<file path="src/hdl/lsu_macros.svh">
`ifndef LSU_MACROS_SVH
`define LSU_MACROS_SVH

// request buffer entries ahead of the address stage
`define LSU_REQ_DEPTH 4

// writeback buffer entries, also the cap on loads in flight
`define LSU_WB_DEPTH 2

// scratch region, matched on the upper address bits
`define LSU_SCRATCH_BASE 32'h8000_0000
`define LSU_SCRATCH_BITS 20

// scratch memory size in 32-bit words (4 KiB region)
`define LSU_RAM_WORDS 1024

`endif

</file>
<file path="src/hdl/lsu_pkg.sv">
`default_nettype none

package lsu_pkg;

    // access size and signedness, standard RISC-V fn3 encoding
    typedef enum logic [2:0] {
        LS_B  = 3'b000,
        LS_H  = 3'b001,
        LS_W  = 3'b010,
        LS_BU = 3'b100,
        LS_HU = 3'b101
    } ls_fn3_t;

    // one request from issue
    typedef struct packed {
        logic [31:0]        base;
        logic signed [11:0] offset;
        logic [31:0]        rs2;
        ls_fn3_t            fn3;
        logic               load;
        logic               store;
    } ls_request_t;

    // one access to the scratch memory
    typedef struct packed {
        logic [29:0] word_addr;
        logic [3:0]  be;
        logic [31:0] data_in;
        logic        load;
        logic        store;
    } mem_access_t;

    // kept per load until its data returns
    typedef struct packed {
        ls_fn3_t    fn3;
        logic [1:0] byte_addr;
    } load_attr_t;

    // fault report, valid with exception_valid
    typedef struct packed {
        logic [31:0] addr;
        logic        misaligned;
        logic        access_fault;
    } ls_exception_t;

endpackage

`default_nettype wire

</file>
<file path="src/hdl/lsu_load_align.sv">
`timescale 1ns/1ps
`default_nettype none

module lsu_load_align (
    input  wire logic [31:0]            raw_data,
    input  wire lsu_pkg::load_attr_t    attr,
    output logic [31:0]                 load_data
);

    logic [7:0]  byte_lane;
    logic [15:0] half_lane;

    // byte lane by the two low address bits
    always_comb begin
        case (attr.byte_addr)
            2'd0: byte_lane = raw_data[7:0];
            2'd1: byte_lane = raw_data[15:8];
            2'd2: byte_lane = raw_data[23:16];
            default: byte_lane = raw_data[31:24];
        endcase
    end

    // halfwords are aligned, so bit 1 is enough
    assign half_lane = attr.byte_addr[1] ? raw_data[31:16] : raw_data[15:0];

    // extend by fn3
    always_comb begin
        case (attr.fn3)
            lsu_pkg::LS_B: load_data = {{24{byte_lane[7]}}, byte_lane};
            lsu_pkg::LS_H: load_data = {{16{half_lane[15]}}, half_lane};
            lsu_pkg::LS_BU: load_data = {24'd0, byte_lane};
            lsu_pkg::LS_HU: load_data = {16'd0, half_lane};
            default: load_data = raw_data;
        endcase
    end

endmodule

`default_nettype wire

</file>
<file path="config.mk">
export PLATFORM = sky130hd
export DESIGN_NAME = lsu_load_align
export DESIGN_NICKNAME = d
export VERILOG_FILES = /design/src/hdl/lsu_macros.svh /design/src/hdl/lsu_pkg.sv /design/src/hdl/lsu_load_align.sv
export SDC_FILE = /design/constraint.sdc
export NUM_CORES = 1
export LEC_CHECK = 0
export BUFFER_PORTS_ARGS = -buffer_cell sky130_fd_sc_hd__buf_2
export CAP_MARGIN = 20
export CORE_UTILIZATION = 39
export DETAILED_ROUTE_END_ITERATION = 16
export GPL_TIMING_DRIVEN = 0
export PLACE_DENSITY = 0.92
export SETUP_SLACK_MARGIN = 0.3
export SKIP_LAST_GASP = 1
export SYNTH_ARGS = -nofsm -noshare
export SYNTH_HDL_FRONTEND = slang
export SYNTH_SLANG_ARGS = --single-unit
</file>
<file path="constraint.sdc">
create_clock -name vclk -period 1.25
set_input_delay 0 -clock vclk [all_inputs]
set_output_delay 0 -clock vclk [all_outputs]
set_load 0.01 [all_outputs]
</file>
==> impl_metrics.xml <==
<?xml version="1.0" encoding="UTF-8"?>
<metrics>
  <group name="routing">
    <metric name="wire_per_inst" unit="um">23.8</metric>
    <metric name="detail_route.drc_violations" unit="">0</metric>
    <metric name="detail_route.wirelength" unit="um">5770</metric>
    <metric name="initialDrtViolationCount" unit="">226</metric>
    <metric name="drt-pass1-iter-count" unit="">7</metric>
    <metric name="avgViaCountPerCell" unit="">7.25</metric>
    <metric name="dr_total_vias" unit="">1755</metric>
    <metric name="postRouteAntennaNets" unit="">0</metric>
  </group>
  <group name="finish">
    <metric name="layout.sequential_cells" unit="">0</metric>
    <metric name="finalInstanceArea" unit="mm^2">0.00158</metric>
    <metric name="n_antenna_cell" unit="">0</metric>
    <metric name="final_cell_count_no_fill" unit="">242</metric>
    <metric name="sequential_cell_area" unit="um^2">0</metric>
    <metric name="nets" unit="">256</metric>
    <metric name="post_route_cells_drive_above_1_share" unit="%">59.0</metric>
    <metric name="area.growth.synth_to_final" unit="%">118</metric>
    <metric name="clock_buffers" unit="">0</metric>
  </group>
  <group name="sta">
    <metric name="post_route_setup_tns" unit="ps">-1380</metric>
    <metric name="finalSetupViolCount" unit="">18</metric>
    <metric name="rsz0062_at_grt" unit="">yes</metric>
    <metric name="layout_setup_ws" unit="ps">-168</metric>
    <metric name="period_minus_slack" unit="ps">1420</metric>
    <metric name="worst-slew-pin-transition" unit="ps">613</metric>
    <metric name="hold_viol_final" unit="">0</metric>
    <metric name="report.final.slew_viol_count" unit="">0</metric>
    <metric name="max_frequency" unit="MHz">705</metric>
    <metric name="max_slew_margin" unit="%">59.1</metric>
    <metric name="period_share" unit="%">113</metric>
  </group>
  <group name="power">
    <metric name="power_switching" unit="uW">392</metric>
    <metric name="power.density" unit="mW/mm^2">463</metric>
    <metric name="share_seq_of_total_power" unit="%">0</metric>
    <metric name="pwr-share-comb" unit="%">100.0</metric>
    <metric name="power.leakage" unit="uW">0.000812</metric>
    <metric name="power_report.internal_total" unit="uW">338</metric>
    <metric name="part_of_the_total_power_dissipated_in_the_clock_network" unit="%">0</metric>
    <metric name="post-layout-total-power" unit="uW">729</metric>
    <metric name="switching_portion_of_total_power" unit="%">53.7</metric>
    <metric name="irDropWorstVdd" unit="V">0.000351</metric>
  </group>
  <group name="critical_path">
    <metric name="crit_type" unit="">input pin to primary output</metric>
    <metric name="endpoint_kind" unit="">primary output</metric>
    <metric name="crit_path_max_fanout" unit="">9</metric>
    <metric name="worstPathArrival" unit="ps">1420</metric>
    <metric name="critical_path_required" unit="ps">1250</metric>
    <metric name="series_of_cell_instances_along_the_critical_path" unit="">buf_6 -&gt; or3_4 -&gt; or3_4 -&gt; buf_8 -&gt; buf_4 -&gt; o21ai_2 -&gt; buf_2</metric>
    <metric name="worst_setup_path_start_kind" unit="">input pin</metric>
    <metric name="cp.buffers_inverters" unit="">4</metric>
    <metric name="critical-path-top-delay-family" unit="">simple AND/OR/NAND/NOR gates</metric>
    <metric name="max_stage_delay" unit="ps">370</metric>
    <metric name="crit_top_cell" unit="">sky130_fd_sc_hd__or3_4</metric>
    <metric name="worst_path_max_delay_cell" unit="">sky130_fd_sc_hd__or3_4</metric>
  </group>
  <group name="floorplan">
    <metric name="die_area" unit="mm^2">0.00203</metric>
    <metric name="std_cell_rows" unit="">15</metric>
    <metric name="chipHeight" unit="um">45.1</metric>
    <metric name="ioPinCount" unit="">69</metric>
    <metric name="floorplan.initialDensity" unit="%">41.9</metric>
    <metric name="core" unit="mm^2">0.00173</metric>
    <metric name="chipWidth" unit="um">45.1</metric>
  </group>
  <group name="place">
    <metric name="gp_congestion" unit="">0.905</metric>
    <metric name="post-place-cells" unit="">224</metric>
    <metric name="dpl-instance-area" unit="mm^2">0.00115</metric>
    <metric name="dp_hpwl" unit="um">2170</metric>
    <metric name="port-buffer-count" unit="">68</metric>
  </group>
  <group name="logic_synthesis">
    <metric name="synth.most_common_cell" unit="">sky130_fd_sc_hd__nand2_1</metric>
    <metric name="post_syn_nets" unit="">168</metric>
    <metric name="yosys.area.top_type_share" unit="%">17.6</metric>
    <metric name="synth.area.top_cells" unit="">sky130_fd_sc_hd__nand2_1 18%, sky130_fd_sc_hd__nor2b_1 17%, sky130_fd_sc_hd__o21ai_0 16%, sky130_fd_sc_hd__a221o_1 11%, sky130_fd_sc_hd__a22oi_1 7.3%</metric>
    <metric name="synth_top_area_cell" unit="">sky130_fd_sc_hd__nand2_1</metric>
    <metric name="ys_warn_count" unit="">0</metric>
    <metric name="synth.cells.most_frequent" unit="">34 x sky130_fd_sc_hd__nand2_1, 23 x sky130_fd_sc_hd__o21ai_0, 20 x sky130_fd_sc_hd__nor2b_1, 10 x sky130_fd_sc_hd__clkbuf_1, 8 x sky130_fd_sc_hd__a221o_1</metric>
    <metric name="synth_area_per_cell" unit="um^2">5.52</metric>
    <metric name="syn_area" unit="um^2">723</metric>
    <metric name="netlist-cell-type-count" unit="">22</metric>
    <metric name="yosysSeqAreaShare" unit="%">0</metric>
    <metric name="number_of_instances_in_the_synthesized_netlist" unit="">131</metric>
  </group>
  <group name="status">
    <metric name="outcome" unit="">finished with violations</metric>
    <metric name="failed_checks" unit="">negative setup slack</metric>
  </group>
  <group name="global_route">
    <metric name="first_global_vias" unit="">1289</metric>
    <metric name="grt_pass1_wl" unit="um">6310</metric>
    <metric name="global_route.usage.total" unit="%">43.0</metric>
    <metric name="overall_overflow_remaining_after_global_route" unit="">0</metric>
    <metric name="grt_antenna_before_repair" unit="">0</metric>
    <metric name="grt_max_degree" unit="">11</metric>
  </group>
  <group name="hold_path">
    <metric name="hold_path_class" unit="">input pin to primary output</metric>
  </group>
  <group name="clocking">
    <metric name="post_cts_hold_buffer_count" unit="">0</metric>
  </group>
  <group name="flow_run">
    <metric name="max-cap-violations" unit="">0</metric>
  </group>
</metrics>
[power groups by stage]
stage / Sequential [uW] / Clock [uW] / Combinational, uW
6_report: 0 / 0 / 729
5_1_grt: 0 / 0 / 758
4_1_cts: 0 / 0 / 590
3_5_place_dp: 0 / 0 / 485
3_3_place_gp: 0 / 0 / 476
2_1_floorplan: 0 / 0 / 281
[layer usage]
| metal | vias to the layer above | wire length (um) | global-route usage (%) |
|---|---|---|---|
| li1 | 634 | - | - |
| met1 | 747 | 1790 | 50.0 |
| met2 | 264 | 2370 | 70.1 |
| met3 | 110 | 930 | 15.2 |
| met4 | 0 | 682 | 20.0 |
| met5 | - | 0 | 0 |
[kinds of logic (layout without fill, tap and decap cells)]
family	count (synthesis)	in the layout	synth area share [%]
and+or+nand+nor	67	67	45.5
buffers and inverters	16	102	10.6
AOI/OAI and AO/OA	46	46	41.0
muxes	2	2	2.94
[final timing paths]
kind	startpoint	to	slack, ps	depth (start not counted)
max	attr[2]	load_data[31]	-170	7
min	raw_data[3]	load_data[3]	310	4
[placed cells by master, fill, tap and decap left out, drive strengths merged, types with 2 or more instances in the layout]
cell type   n
a221o       8
a22oi       7
buf        90
clkbuf      9
inv         3
nand2      34
nand2b      6
nand3       2
nor2b      20
o21ai      27
or3         2
[area by class of cell]
| cell class | count | area, um^2 |
|---|---|---|
| fillers | 81 | 151 |
| inverters | 3 | 11.3 |
| plain buffers | 13 | 153 |
| multi-input cells | 115 | 790 |
| repair buffers | 86 | 591 |
| well taps | 25 | 31.3 |
[metrics by stage]
| stage | hold WS, ps | worst slack (ps) | utilization (%) |
|---|---|---|---|
| floorplan | 123 | 96.4 | - |
| global placement | 290 | -269 | 66.4 |
| detailed placement | 289 | -311 | 66.4 |
| CTS | 295 | -22.0 | 83.6 |
| global route | 342 | -212 | 91.2 |
| finish | 308 | -168 | 91.2 |
[what timing repair did]
| action | in CTS | in global routing |
|---|---|---|
| cloned | 1 | 2 |
| resized for setup | 52 | 21 |
| buffers inserted | 13 | 2 |
| pin swaps | 9 | 7 |
| endpoints found under the setup margin | 32 | 32 |
No activity file was read; power rests on OpenSTA's default activity.
