[src/hdl/lsu_macros.svh]
`ifndef LSU_MACROS_SVH
`define LSU_MACROS_SVH

// request buffer entries ahead of the address stage
`define LSU_REQ_DEPTH 4

// writeback buffer entries, also the cap on loads in flight
`define LSU_WB_DEPTH 2

// scratch region, matched on the upper address bits
`define LSU_SCRATCH_BASE 32'h8000_0000
`define LSU_SCRATCH_BITS 20

// scratch memory size in 32-bit words (4 KiB region)
`define LSU_RAM_WORDS 1024

`endif

[src/hdl/lsu_fifo.sv]
`timescale 1ns/1ps
`default_nettype none

module lsu_fifo #(
    parameter type payload_t = logic [31:0],
    parameter int DEPTH = 4
) (
    input  wire logic                         clk,
    input  wire logic                         rst,
    input  wire logic                         push,
    input  wire logic                         pop,
    input  wire payload_t                     data_in,
    output payload_t                          data_out,
    output logic                              valid,
    output logic                              full,
    output logic [$clog2(DEPTH+1)-1:0]        count
);

    localparam int PW = (DEPTH > 1) ? $clog2(DEPTH) : 1;

    payload_t storage [DEPTH];
    logic [PW-1:0] wr_ptr;
    logic [PW-1:0] rd_ptr;

    // wrap at DEPTH, which need not be a power of two
    function automatic logic [PW-1:0] next_ptr(input logic [PW-1:0] ptr);
        logic [PW-1:0] nxt;
        if (ptr == PW'(DEPTH - 1)) begin
            nxt = '0;
        end else begin
            nxt = ptr + 1'b1;
        end
        return nxt;
    endfunction

    always_ff @(posedge clk) begin
        if (rst) begin
            wr_ptr <= '0;
            rd_ptr <= '0;
            count <= '0;
        end else begin
            if (push) begin
                wr_ptr <= next_ptr(wr_ptr);
            end
            if (pop) begin
                rd_ptr <= next_ptr(rd_ptr);
            end
            // occupancy holds when both happen
            if (push && !pop) begin
                count <= count + 1'b1;
            end else if (pop && !push) begin
                count <= count - 1'b1;
            end
        end
    end

    // payload storage
    always_ff @(posedge clk) begin
        if (push) begin
            storage[wr_ptr] <= data_in;
        end
    end

    // head straight from the storage registers
    assign data_out = storage[rd_ptr];
    assign valid = (count != '0);
    assign full = (count == ($clog2(DEPTH+1))'(DEPTH));

    a_no_push_full: assert property (@(posedge clk) disable iff (rst) push |-> !full)
        else $error("fifo push while full");
    a_no_pop_empty: assert property (@(posedge clk) disable iff (rst) pop |-> valid)
        else $error("fifo pop while empty");

endmodule

`default_nettype wire

[config.mk]
export PLATFORM = sky130hd
export DESIGN_NAME = lsu_fifo
export DESIGN_NICKNAME = d
export VERILOG_FILES = /design/src/hdl/lsu_macros.svh /design/src/hdl/lsu_fifo.sv
export SDC_FILE = /design/constraint.sdc
export NUM_CORES = 1
export LEC_CHECK = 0
export BUFFER_PORTS_ARGS = -buffer_cell sky130_fd_sc_hd__buf_4
export CORE_UTILIZATION = 45
export CTS_CLUSTER_SIZE = 14
export DETAILED_ROUTE_END_ITERATION = 10
export PLACE_DENSITY_LB_ADDON = 0.25
export RECOVER_POWER = 100
export SLEW_MARGIN = 20
export SYNTH_ARGS = -nofsm -noshare
export SYNTH_HDL_FRONTEND = slang
export SYNTH_SLANG_ARGS = --single-unit
[constraint.sdc]
create_clock -name clk -period 1.75 [get_ports clk]
set_input_delay 0.0875 -clock clk [delete_from_list [all_inputs] [get_ports clk]]
set_output_delay 0.0875 -clock clk [all_outputs]
set_load 0.05 [all_outputs]
==> impl_metrics.json, run 1 <==
{
  "r2r_cells": 3,
  "antenna_cells": 0,
  "layout-drive-gt1-share_pct": 31.52,
  "worstPathRequired_ps": 1660,
  "num_vias": 2466,
  "cpPeakStageDelay_ps": 550,
  "cts_buffers": 17,
  "p_leak_nw": 2.280,
  "yosys_most_used_dff": "edfxtp_1",
  "ys.warnings.count": 0,
  "power.density_mw_per_mm2": 1225,
  "start_util_pct": 46.66,
  "post-cts-setup-buffers": 0,
  "htreeDepth": 4,
  "crit_type": "register to output pin",
  "synth_area_sq_mm": 0.005102,
  "rows": 38,
  "start_kind": "register",
  "crit_fanout": 8,
  "hp-start": "pop",
  "grt_pass1_vias": 2566,
  "grt_overflow": 0,
  "fin_ws_ps": -89.13,
  "wire_per_inst_um": 17.72,
  "cts_tree": "built",
  "synthCells": 212,
  "area_delta_synth_final_pct": 32.05,
  "critPathSlowestCell": "mux4_2",
  "violations": "negative setup slack",
  "place_hpwl_mm": 5.048,
  "clk_latency_ps": 410,
  "clk_pin_slew_worst_paths_ps": 60,
  "fin_skew_ps": 11.69,
  "async_flop_share_pct": 0,
  "drt_iter0_markers": 130,
  "root_buffer": "clkbuf_16",
  "finalSetupViolations": 30,
  "r2r-start": "wr_ptr[0]",
  "synthDominantCellAreaShare_pct": 75.33,
  "r2r_end": "storage[3][22]",
  "arrival_ps": 1750,
  "critPathTopFamily": "multiplexers",
  "status": "complete, but fails checks",
  "grt_usage_pct": 16.20,
  "path_cells": "buf_12 > mux4_2 > buf_6",
  "hold_path_end": "rd_ptr[1]",
  "first_pass_iters": 4,
  "placed_area_sq_mm": 0.005827,
  "fillers": 824,
  "syn_area_per_cell_sq_um": 24.07,
  "fmax_mhz": 543.7,
  "final_core_util_pct": 61.61,
  "hold_violations": 0,
  "fp.dieArea_sq_mm": 0.01177,
  "die_w_um": 108.5,
  "worst-path-buf-inv": 2,
  "antenna_found_initial": 0,
  "ys_ff_latch": 137,
  "cap_violations": 0,
  "rsz0062_at_grt": "yes",
  "ir_drop_uv": 710.8,
  "worst_hold_path_type": "input pin to register",
  "synth.distinct_cells": 18,
  "final_area_sq_mm": 0.006738,
  "seq_area_frac_synth_pct": 78.86,
  "slew_headroom_pct": 60.72,
  "whs_ps": 21.28,
  "period_share_pct": 105.1,
  "fin_crit_ps": 1839,
  "io_pins": 73,
  "final_nets": 380,
  "die_h_um": 108.5,
  "synth-edff-count": 128,
  "hold-path-cell-count": 3,
  "grt_max_degree": 33,
  "instances_no_fill": 489,
  "synth_top_area_cell": "edfxtp_1",
  "synthTopCellsByArea": "edfxtp_1, mux4_2, dfxtp_1, ha_1, buf_12",
  "coreArea_sq_mm": 0.01094,
  "dp_cells": 423,
  "worst_slew_pin_slew_ps": 591.8,
  "grt_pass1_wl_mm": 13.33,
  "ant_nets": 0,
  "routed_via_density": 5.043,
  "drv_slew": 0,
  "r2r_setup_slack_ps": 180,
  "p_total_mw": 8.256,
  "wl_mm": 8.667,
  "portBuffers": 72,
  "place_congestion": 0.6538,
  "syn_nets": 255,
  "pre_cts_ws_ps": 9.569,
  "finalSetupTns_ps": -1523,
  "setup.worst_path.end_class": "output pin",
  "cts_sinks": 137,
  "clock_path_buffers": 2,
  "drc": 0
}
## tightest hold or removal path: cells and delay by family
| kind | cells | cell delay [ps] |
|---|---|---|
| simple gates | 1 | 130 |
| mux | 1 | 60 |
| buf+inv | 1 | 90 |
## where the power goes
part           leakage (nW)  internal, mW  switching [mW]
sequential             1.25          3.73          0.0621
clock                 0.249          1.96            1.31
combinational         0.780         0.471           0.721
## registers in the layout, indices dropped and copies added (netlist names), named ones only
name     count
rd_ptr       2
storage    128
count        3
wr_ptr       2
## area by class of cell
cell class	instances	area, sq um	area share [%]
Clock buffer	18	429.2	6.370
Clock inverter	13	125.1	1.857
Inverter	5	18.77	0.2786
Multi-Input combinational cell	63	987.2	14.65
Sequential cell	137	4029	59.80
Tap cell	140	175.2	2.600
Timing Repair Buffer	113	973.4	14.45
## cells in the mapped netlist (2+ instances only)
library cell    n
ha_1            6
mux4_1          2
a21oi_1         3
edfxtp_1      128
mux4_2         30
inv_1           5
and2_1          4
nor3b_1         3
buf_2           3
xor2_1          2
mux2i_1         3
or3_1           2
buf_12          3
nor2_1          6
dfxtp_1         9
## cells by family (layout without fill, tap and decap cells)
kind of cell             count (synthesis)  after routing  share of synthesized area [%]
buffers and inverters                   12            149                          2.060
adder cells (fa/ha/maj)                  7              7                          1.864
multiplexers                            35             35                          14.86
flip-flops                             137            137                          78.86
XOR/XNOR                                 2              2                         0.3434
AND/OR/NAND/NOR                         15             15                          1.618
AO/OA/AOI/OAI                            4              4                         0.3922
## routing by layer
metal	vias to the layer above	track usage, %	routed length [um]
met5	-	0	0
li1	1134	-	-
met3	5	5.425	450
met4	0	6.178	50
met2	75	27.71	4642
met1	1252	18.89	3523
## cells in the final DEF, fill, tap and decap left out, types with 2 or more instances in the layout
| cell | instances |
|---|---|
| edfxtp_1 | 128 |
| clkbuf_1 | 37 |
| dlygate4sd3_1 | 34 |
| mux4_2 | 30 |
| buf_6 | 30 |
| clkbuf_16 | 17 |
| clkinvlp_4 | 7 |
| dfxtp_1 | 7 |
| nor2_1 | 6 |
| ha_1 | 6 |
| buf_4 | 6 |
| inv_1 | 5 |
| and2_4 | 3 |
| a21oi_1 | 3 |
| mux2i_1 | 3 |
| buf_12 | 3 |
| or3_1 | 2 |
| mux4_1 | 2 |
| nor3b_1 | 2 |
| xor2_1 | 2 |
| clkinv_4 | 2 |
## timing repair
item	CTS	global route
resized for setup	38	2
cloned	1	0
endpoints found under the setup margin	64	96
hold buffers	34	0
endpoints found under the hold margin	137	0
## worst max-delay path by stage
stage	end	slack, ps	cells past startpoint	startpoint
after floorplan	storage[3][0]	20	2	wr_ptr[0]
after global placement	storage[0][0]	70	3	wr_ptr[0]
after detailed placement	storage[0][30]	10	3	wr_ptr[0]
after CTS	data_out[5]	-120	3	register
after global routing	data_out[5]	-150	3	register
final	data_out[5]	-90	3	register
No activity file was read; power rests on OpenSTA's default activity.
==> run 2, diff against run 1 <==
- CELL_PAD_IN_SITES_DETAIL_PLACEMENT: not set -> 0
- CELL_PAD_IN_SITES_GLOBAL_PLACEMENT: not set -> 1
- CORE_UTILIZATION: 45 -> 44
- PLACE_DENSITY_LB_ADDON: 0.25 -> 0.1
==> run 2 against run 1 <==
The run still ends with negative setup slack left. Count of clock-buffer cells in the layout did not move. Via count down 0.28%. Critical path depth grew 1. Clock skew down 2.9 ps. Design area unchanged.
==> impl_metrics.json, run 2 (synthesized netlist as in run 1, its figures left out) <==
{
  "grt_max_degree": 33,
  "seq_power_share_pct": 45.0,
  "ant_nets": 0,
  "wl_mm": 8.587,
  "pre_cts_ws_ps": 55.29,
  "routed_via_density": 4.958,
  "cts_sinks": 137,
  "final_core_util_pct": 60.82,
  "rows": 38,
  "wl_met3_um": 269,
  "grt_usage_pct": 15.98,
  "path_cells": "buf_12 > buf_4 > mux4_2 > buf_6",
  "final_common_cell": "edfxtp_1",
  "wl_met1_mm": 3.791,
  "grt_pass1_vias": 2677,
  "place_hpwl_mm": 5.226,
  "p_int_mw": 6.400,
  "top_layer_used": "met4",
  "antenna_cells": 0,
  "status": "complete, but fails checks",
  "worst_slew_pin_slew_ps": 602.4,
  "violations": "negative setup slack",
  "hold_violations": 0,
  "finalSetupTns_ps": -863.5,
  "crit_fanout": 10,
  "io_pins": 73,
  "layout_common_cells": "edfxtp_1, clkbuf_1, dlygate4sd3_1, mux4_2, buf_4",
  "grt_pass1_wl_mm": 13.69,
  "die_w_um": 109.7,
  "fmax_mhz": 551.7,
  "root_buffer": "clkbuf_16",
  "drc": 0,
  "period_share_pct": 103.6,
  "largest_register_ffs": 128,
  "final_nets": 387,
  "fin_crit_ps": 1813,
  "met2_length_mm": 4.442,
  "clk_pin_slew_worst_paths_ps": 50,
  "power.density_mw_per_mm2": 1248,
  "antenna_found_initial": 0,
  "p_sw_share_pct": 23.90,
  "drv_slew": 0,
  "slew_headroom_pct": 60.01,
  "p_clk_share_pct": 41.1,
  "cap_violations": 0,
  "start_kind": "register",
  "finalSetupViolations": 26,
  "cpPeakStageDelay_ps": 490,
  "num_vias": 2459,
  "wire_per_inst_um": 17.31,
  "crit_type": "register to output pin",
  "final_area_sq_mm": 0.006738,
  "clk_latency_ps": 400,
  "fin_skew_ps": 8.785,
  "arrival_ps": 1730,
  "switching_power_mw": 2.010,
  "drt_iter0_markers": 88,
  "clock_path_buffers": 2,
  "fin_ws_ps": -62.73,
  "first_pass_iters": 4,
  "die_h_um": 109.7,
  "cts_tree": "built",
  "rsz0062_at_grt": "yes",
  "worstPathRequired_ps": 1660,
  "share_comb_of_total_power_pct": 13.9,
  "coreArea_sq_mm": 0.01108,
  "fp.dieArea_sq_mm": 0.01203,
  "p_leak_nw": 2.315,
  "start_util_pct": 46.06,
  "grt_overflow": 0,
  "critPathSlowestCell": "mux4_2",
  "top_register": "storage",
  "portBuffers": 72,
  "worst_hold_path_type": "input pin to register",
  "cts_buffers": 17,
  "reg_top3": "storage: 128 flops, count: 3 flops",
  "area_delta_synth_final_pct": 32.05,
  "ir_drop_uv": 592.8,
  "place_congestion": 0.6490,
  "layout-drive-gt1-share_pct": 32.58,
  "placed_area_sq_mm": 0.005844,
  "htreeDepth": 4,
  "setup.worst_path.end_class": "output pin",
  "p_total_mw": 8.410
}
==> run 2: changes by cell type in the layout (fill, tap and decap cells not counted), sizes merged <==
| cell | previous run | this run |
|---|---|---|
| buf | 41 | 46 |
| bufinv | 1 | 3 |
| clkbuf | 56 | 58 |
| clkinv | 3 | 8 |
| clkinvlp | 7 | 2 |
| inv | 7 | 5 |
==> run 2: routing by layer <==
layer	vias up	GRT usage (%)
li1	1145	-
met1	1251	20.28
met2	55	26.77
met3	8	4.209
met4	0	5.429
met5	-	0
==> run 2: worst paths after layout <==
check        startpoint        endpoint  slack, ps  cells after the start
max            register     data_out[0]        -60                      4
min                 pop       rd_ptr[1]         70                      3
max reg2reg   wr_ptr[0]  storage[3][15]         90                      4
min reg2reg    count[2]        count[2]        510                      2
==> run 2: cell type report <==
type / count / area [sq um]
tap: 140 / 175.2
multi-input combinational: 63 / 977.2
clock buffer: 18 / 429.2
sequential: 137 / 4029
clock inverter: 13 / 155.1
timing repair buffer: 120 / 953.4
inverter: 5 / 18.77
fill: 837 / 4340
==> run 2: per-stage QoR <==
step / std cells / hold WS (ps)
after global placement: 427 / 290.1
after floorplan: 212 / 156.6
after global routing: 496 / 83.83
after CTS: 496 / 67.57
after detailed placement: 427 / 293.9
final: 496 / 67.02
==> run 2: worst max-delay path: cells and delay by family, from the launching register on <==
family   cells  cell delay, ps
mux          1             490
buf+inv      3             440
flops        1             390
==> run 2: repair_timing <==
action                                 in CTS  in global routing
endpoints found under the hold margin     137                  0
resized for setup                          20                  2
setup endpoints to repair                  32                 96
hold buffers                               34                  0
buffers inserted                            4                  0
pin swaps                                   0                  0
==> run 2: power groups by stage <==
stage	Sequential [mW]	Clock, mW	Combinational, mW
global placement	3.85	0	1.11
global route	3.80	3.66	1.24
CTS	3.79	3.52	1.24
detailed placement	3.85	0	1.12
finish	3.78	3.46	1.17
floorplan	3.88	0	0.726
==> run 3, diff against run 2 <==
- GPL_TIMING_DRIVEN: not set -> 0
==> run 3 against run 2 <==
The flow still finishes with violations (negative setup slack). Routed wire length rose by 5.1%. Sequential share of layout area fell by 1.1 points. Clock power fell by 4%. Total power fell by 0.71%. Critical path type unchanged.
==> impl_metrics.json, run 3 (synthesized netlist as in run 1, its figures left out) <==
{
  "status": "complete, but fails checks",
  "violations": "negative setup slack",
  "crit_type": "register to output pin",
  "clk_latency_ps": 410,
  "grt_overflow": 0,
  "critPathSlowestCell": "mux4_2",
  "top_register": "storage",
  "antenna_cells": 0,
  "placed_area_sq_mm": 0.005923,
  "fp.dieArea_sq_mm": 0.01203,
  "first_pass_iters": 6,
  "root_buffer": "clkbuf_16",
  "r2r-start": "wr_ptr[0]",
  "die_h_um": 109.7,
  "crit_fanout": 8,
  "worst_slew_pin_slew_ps": 668.6,
  "num_vias": 2507,
  "period_share_pct": 104.9,
  "io_pins": 73,
  "htreeDepth": 4,
  "cp-endpoint": "data_out[23]",
  "fin_ws_ps": -85.24,
  "power.density_mw_per_mm2": 1217,
  "finalSetupViolations": 31,
  "place_congestion": 0.6104,
  "clk_pin_slew_worst_paths_ps": 60,
  "dp_cells": 428,
  "final_area_sq_mm": 0.006862,
  "slew_headroom_pct": 55.43,
  "fin_skew_ps": 6.654,
  "die_w_um": 109.7,
  "path_cells": "buf_12 > clkbuf_16 > mux4_2 > buf_6",
  "arrival_ps": 1750,
  "portBuffers": 72,
  "routed_via_density": 5.044,
  "clock_path_buffers": 2,
  "wl_mm": 9.027,
  "rsz0062_at_grt": "yes",
  "finalSetupTns_ps": -1854,
  "layout-drive-gt1-share_pct": 31.93,
  "wire_per_inst_um": 18.16,
  "drv_slew": 0,
  "fmax_mhz": 544.9,
  "grt_usage_pct": 16.19,
  "worstPathRequired_ps": 1660,
  "post-cts-setup-buffers": 0,
  "grt_pass1_wl_mm": 13.47,
  "drc": 0,
  "place_hpwl_mm": 5.365,
  "fillers": 832,
  "layout_common_cells": "edfxtp_1, clkbuf_1, dlygate4sd3_1, buf_6, mux4_2",
  "fin_crit_ps": 1835,
  "final_nets": 387,
  "cpPeakStageDelay_ps": 510,
  "start_kind": "register",
  "hold_violations": 0,
  "cts_sinks": 137,
  "final_core_util_pct": 61.94,
  "area_delta_synth_final_pct": 34.48,
  "setup.worst_path.end_class": "output pin",
  "rows": 38,
  "largest_register_ffs": 128,
  "hp-start": "pop",
  "reg_top3": "storage: 128 flops, count: 3 flops",
  "drt_iter0_markers": 123,
  "final_common_cell": "edfxtp_1",
  "worst_hold_path_type": "input pin to register",
  "p_leak_nw": 2.346,
  "whs_ps": 14.86,
  "pre_cts_ws_ps": 144.2,
  "start_util_pct": 46.06,
  "cap_violations": 0,
  "cts_buffers": 17,
  "grt_max_degree": 25,
  "ant_nets": 0,
  "instances_no_fill": 497,
  "coreArea_sq_mm": 0.01108,
  "r2r_cells": 4,
  "cts_tree": "built",
  "ir_drop_uv": 1213,
  "r2r_setup_slack_ps": 30,
  "r2r_end": "storage[2][30]",
  "antenna_found_initial": 0,
  "grt_pass1_vias": 2577,
  "p_total_mw": 8.350
}
run 3: final cells by class:
type / instances / area [sq um] / area share [%]
buffer: 7 / 95.09 / 1.386
clock inverter: 11 / 98.84 / 1.441
tap: 140 / 175.2 / 2.553
clock buffer: 21 / 470.5 / 6.856
multi-input combinational: 63 / 980.9 / 14.30
inverter: 5 / 18.77 / 0.2735
timing repair buffer: 113 / 997.2 / 14.53
sequential: 137 / 4025 / 58.66
run 3: what timing repair did:
| action | 4_1_cts | 5_1_grt |
|---|---|---|
| endpoints found under the hold margin | 137 | 0 |
| endpoints found under the setup margin | 31 | 32 |
| hold buffers | 34 | 0 |
| pin swaps | 0 | 0 |
| cloned | 0 | 3 |
| gates resized for setup | 31 | 4 |
run 3: routing by layer:
metal | share of wire, % | vias to the layer above | GRT usage (%)
met3 | 4.5 | 9 | 5.157
li1 | - | 1155 | -
met2 | 50 | 64 | 26.24
met4 | 1.3 | 0 | 7.048
met1 | 44 | 1279 | 20.08
met5 | 0 | - | 0
run 3: worst min-delay path by stage:
stage	to	slack, ps	cells after the start
3_5_place_dp	storage[2][12]	290	1
3_3_place_gp	storage[2][24]	290	1
6_report	rd_ptr[1]	10	3
5_1_grt	rd_ptr[1]	60	3
2_1_floorplan	count[2]	160	1
4_1_cts	rd_ptr[1]	10	3
run 3: power breakdown:
group          internal (mW)  switching, mW
Clock                   2.06           1.27
Combinational          0.498          0.745
Sequential              3.73         0.0488
Total                   6.29           2.06
run 3: critical path: cells and delay by family, from the launching register on:
| kind | cells | cell delay (ps) |
|---|---|---|
| flops | 1 | 340 |
| buf+inv | 3 | 490 |
| mux | 1 | 510 |
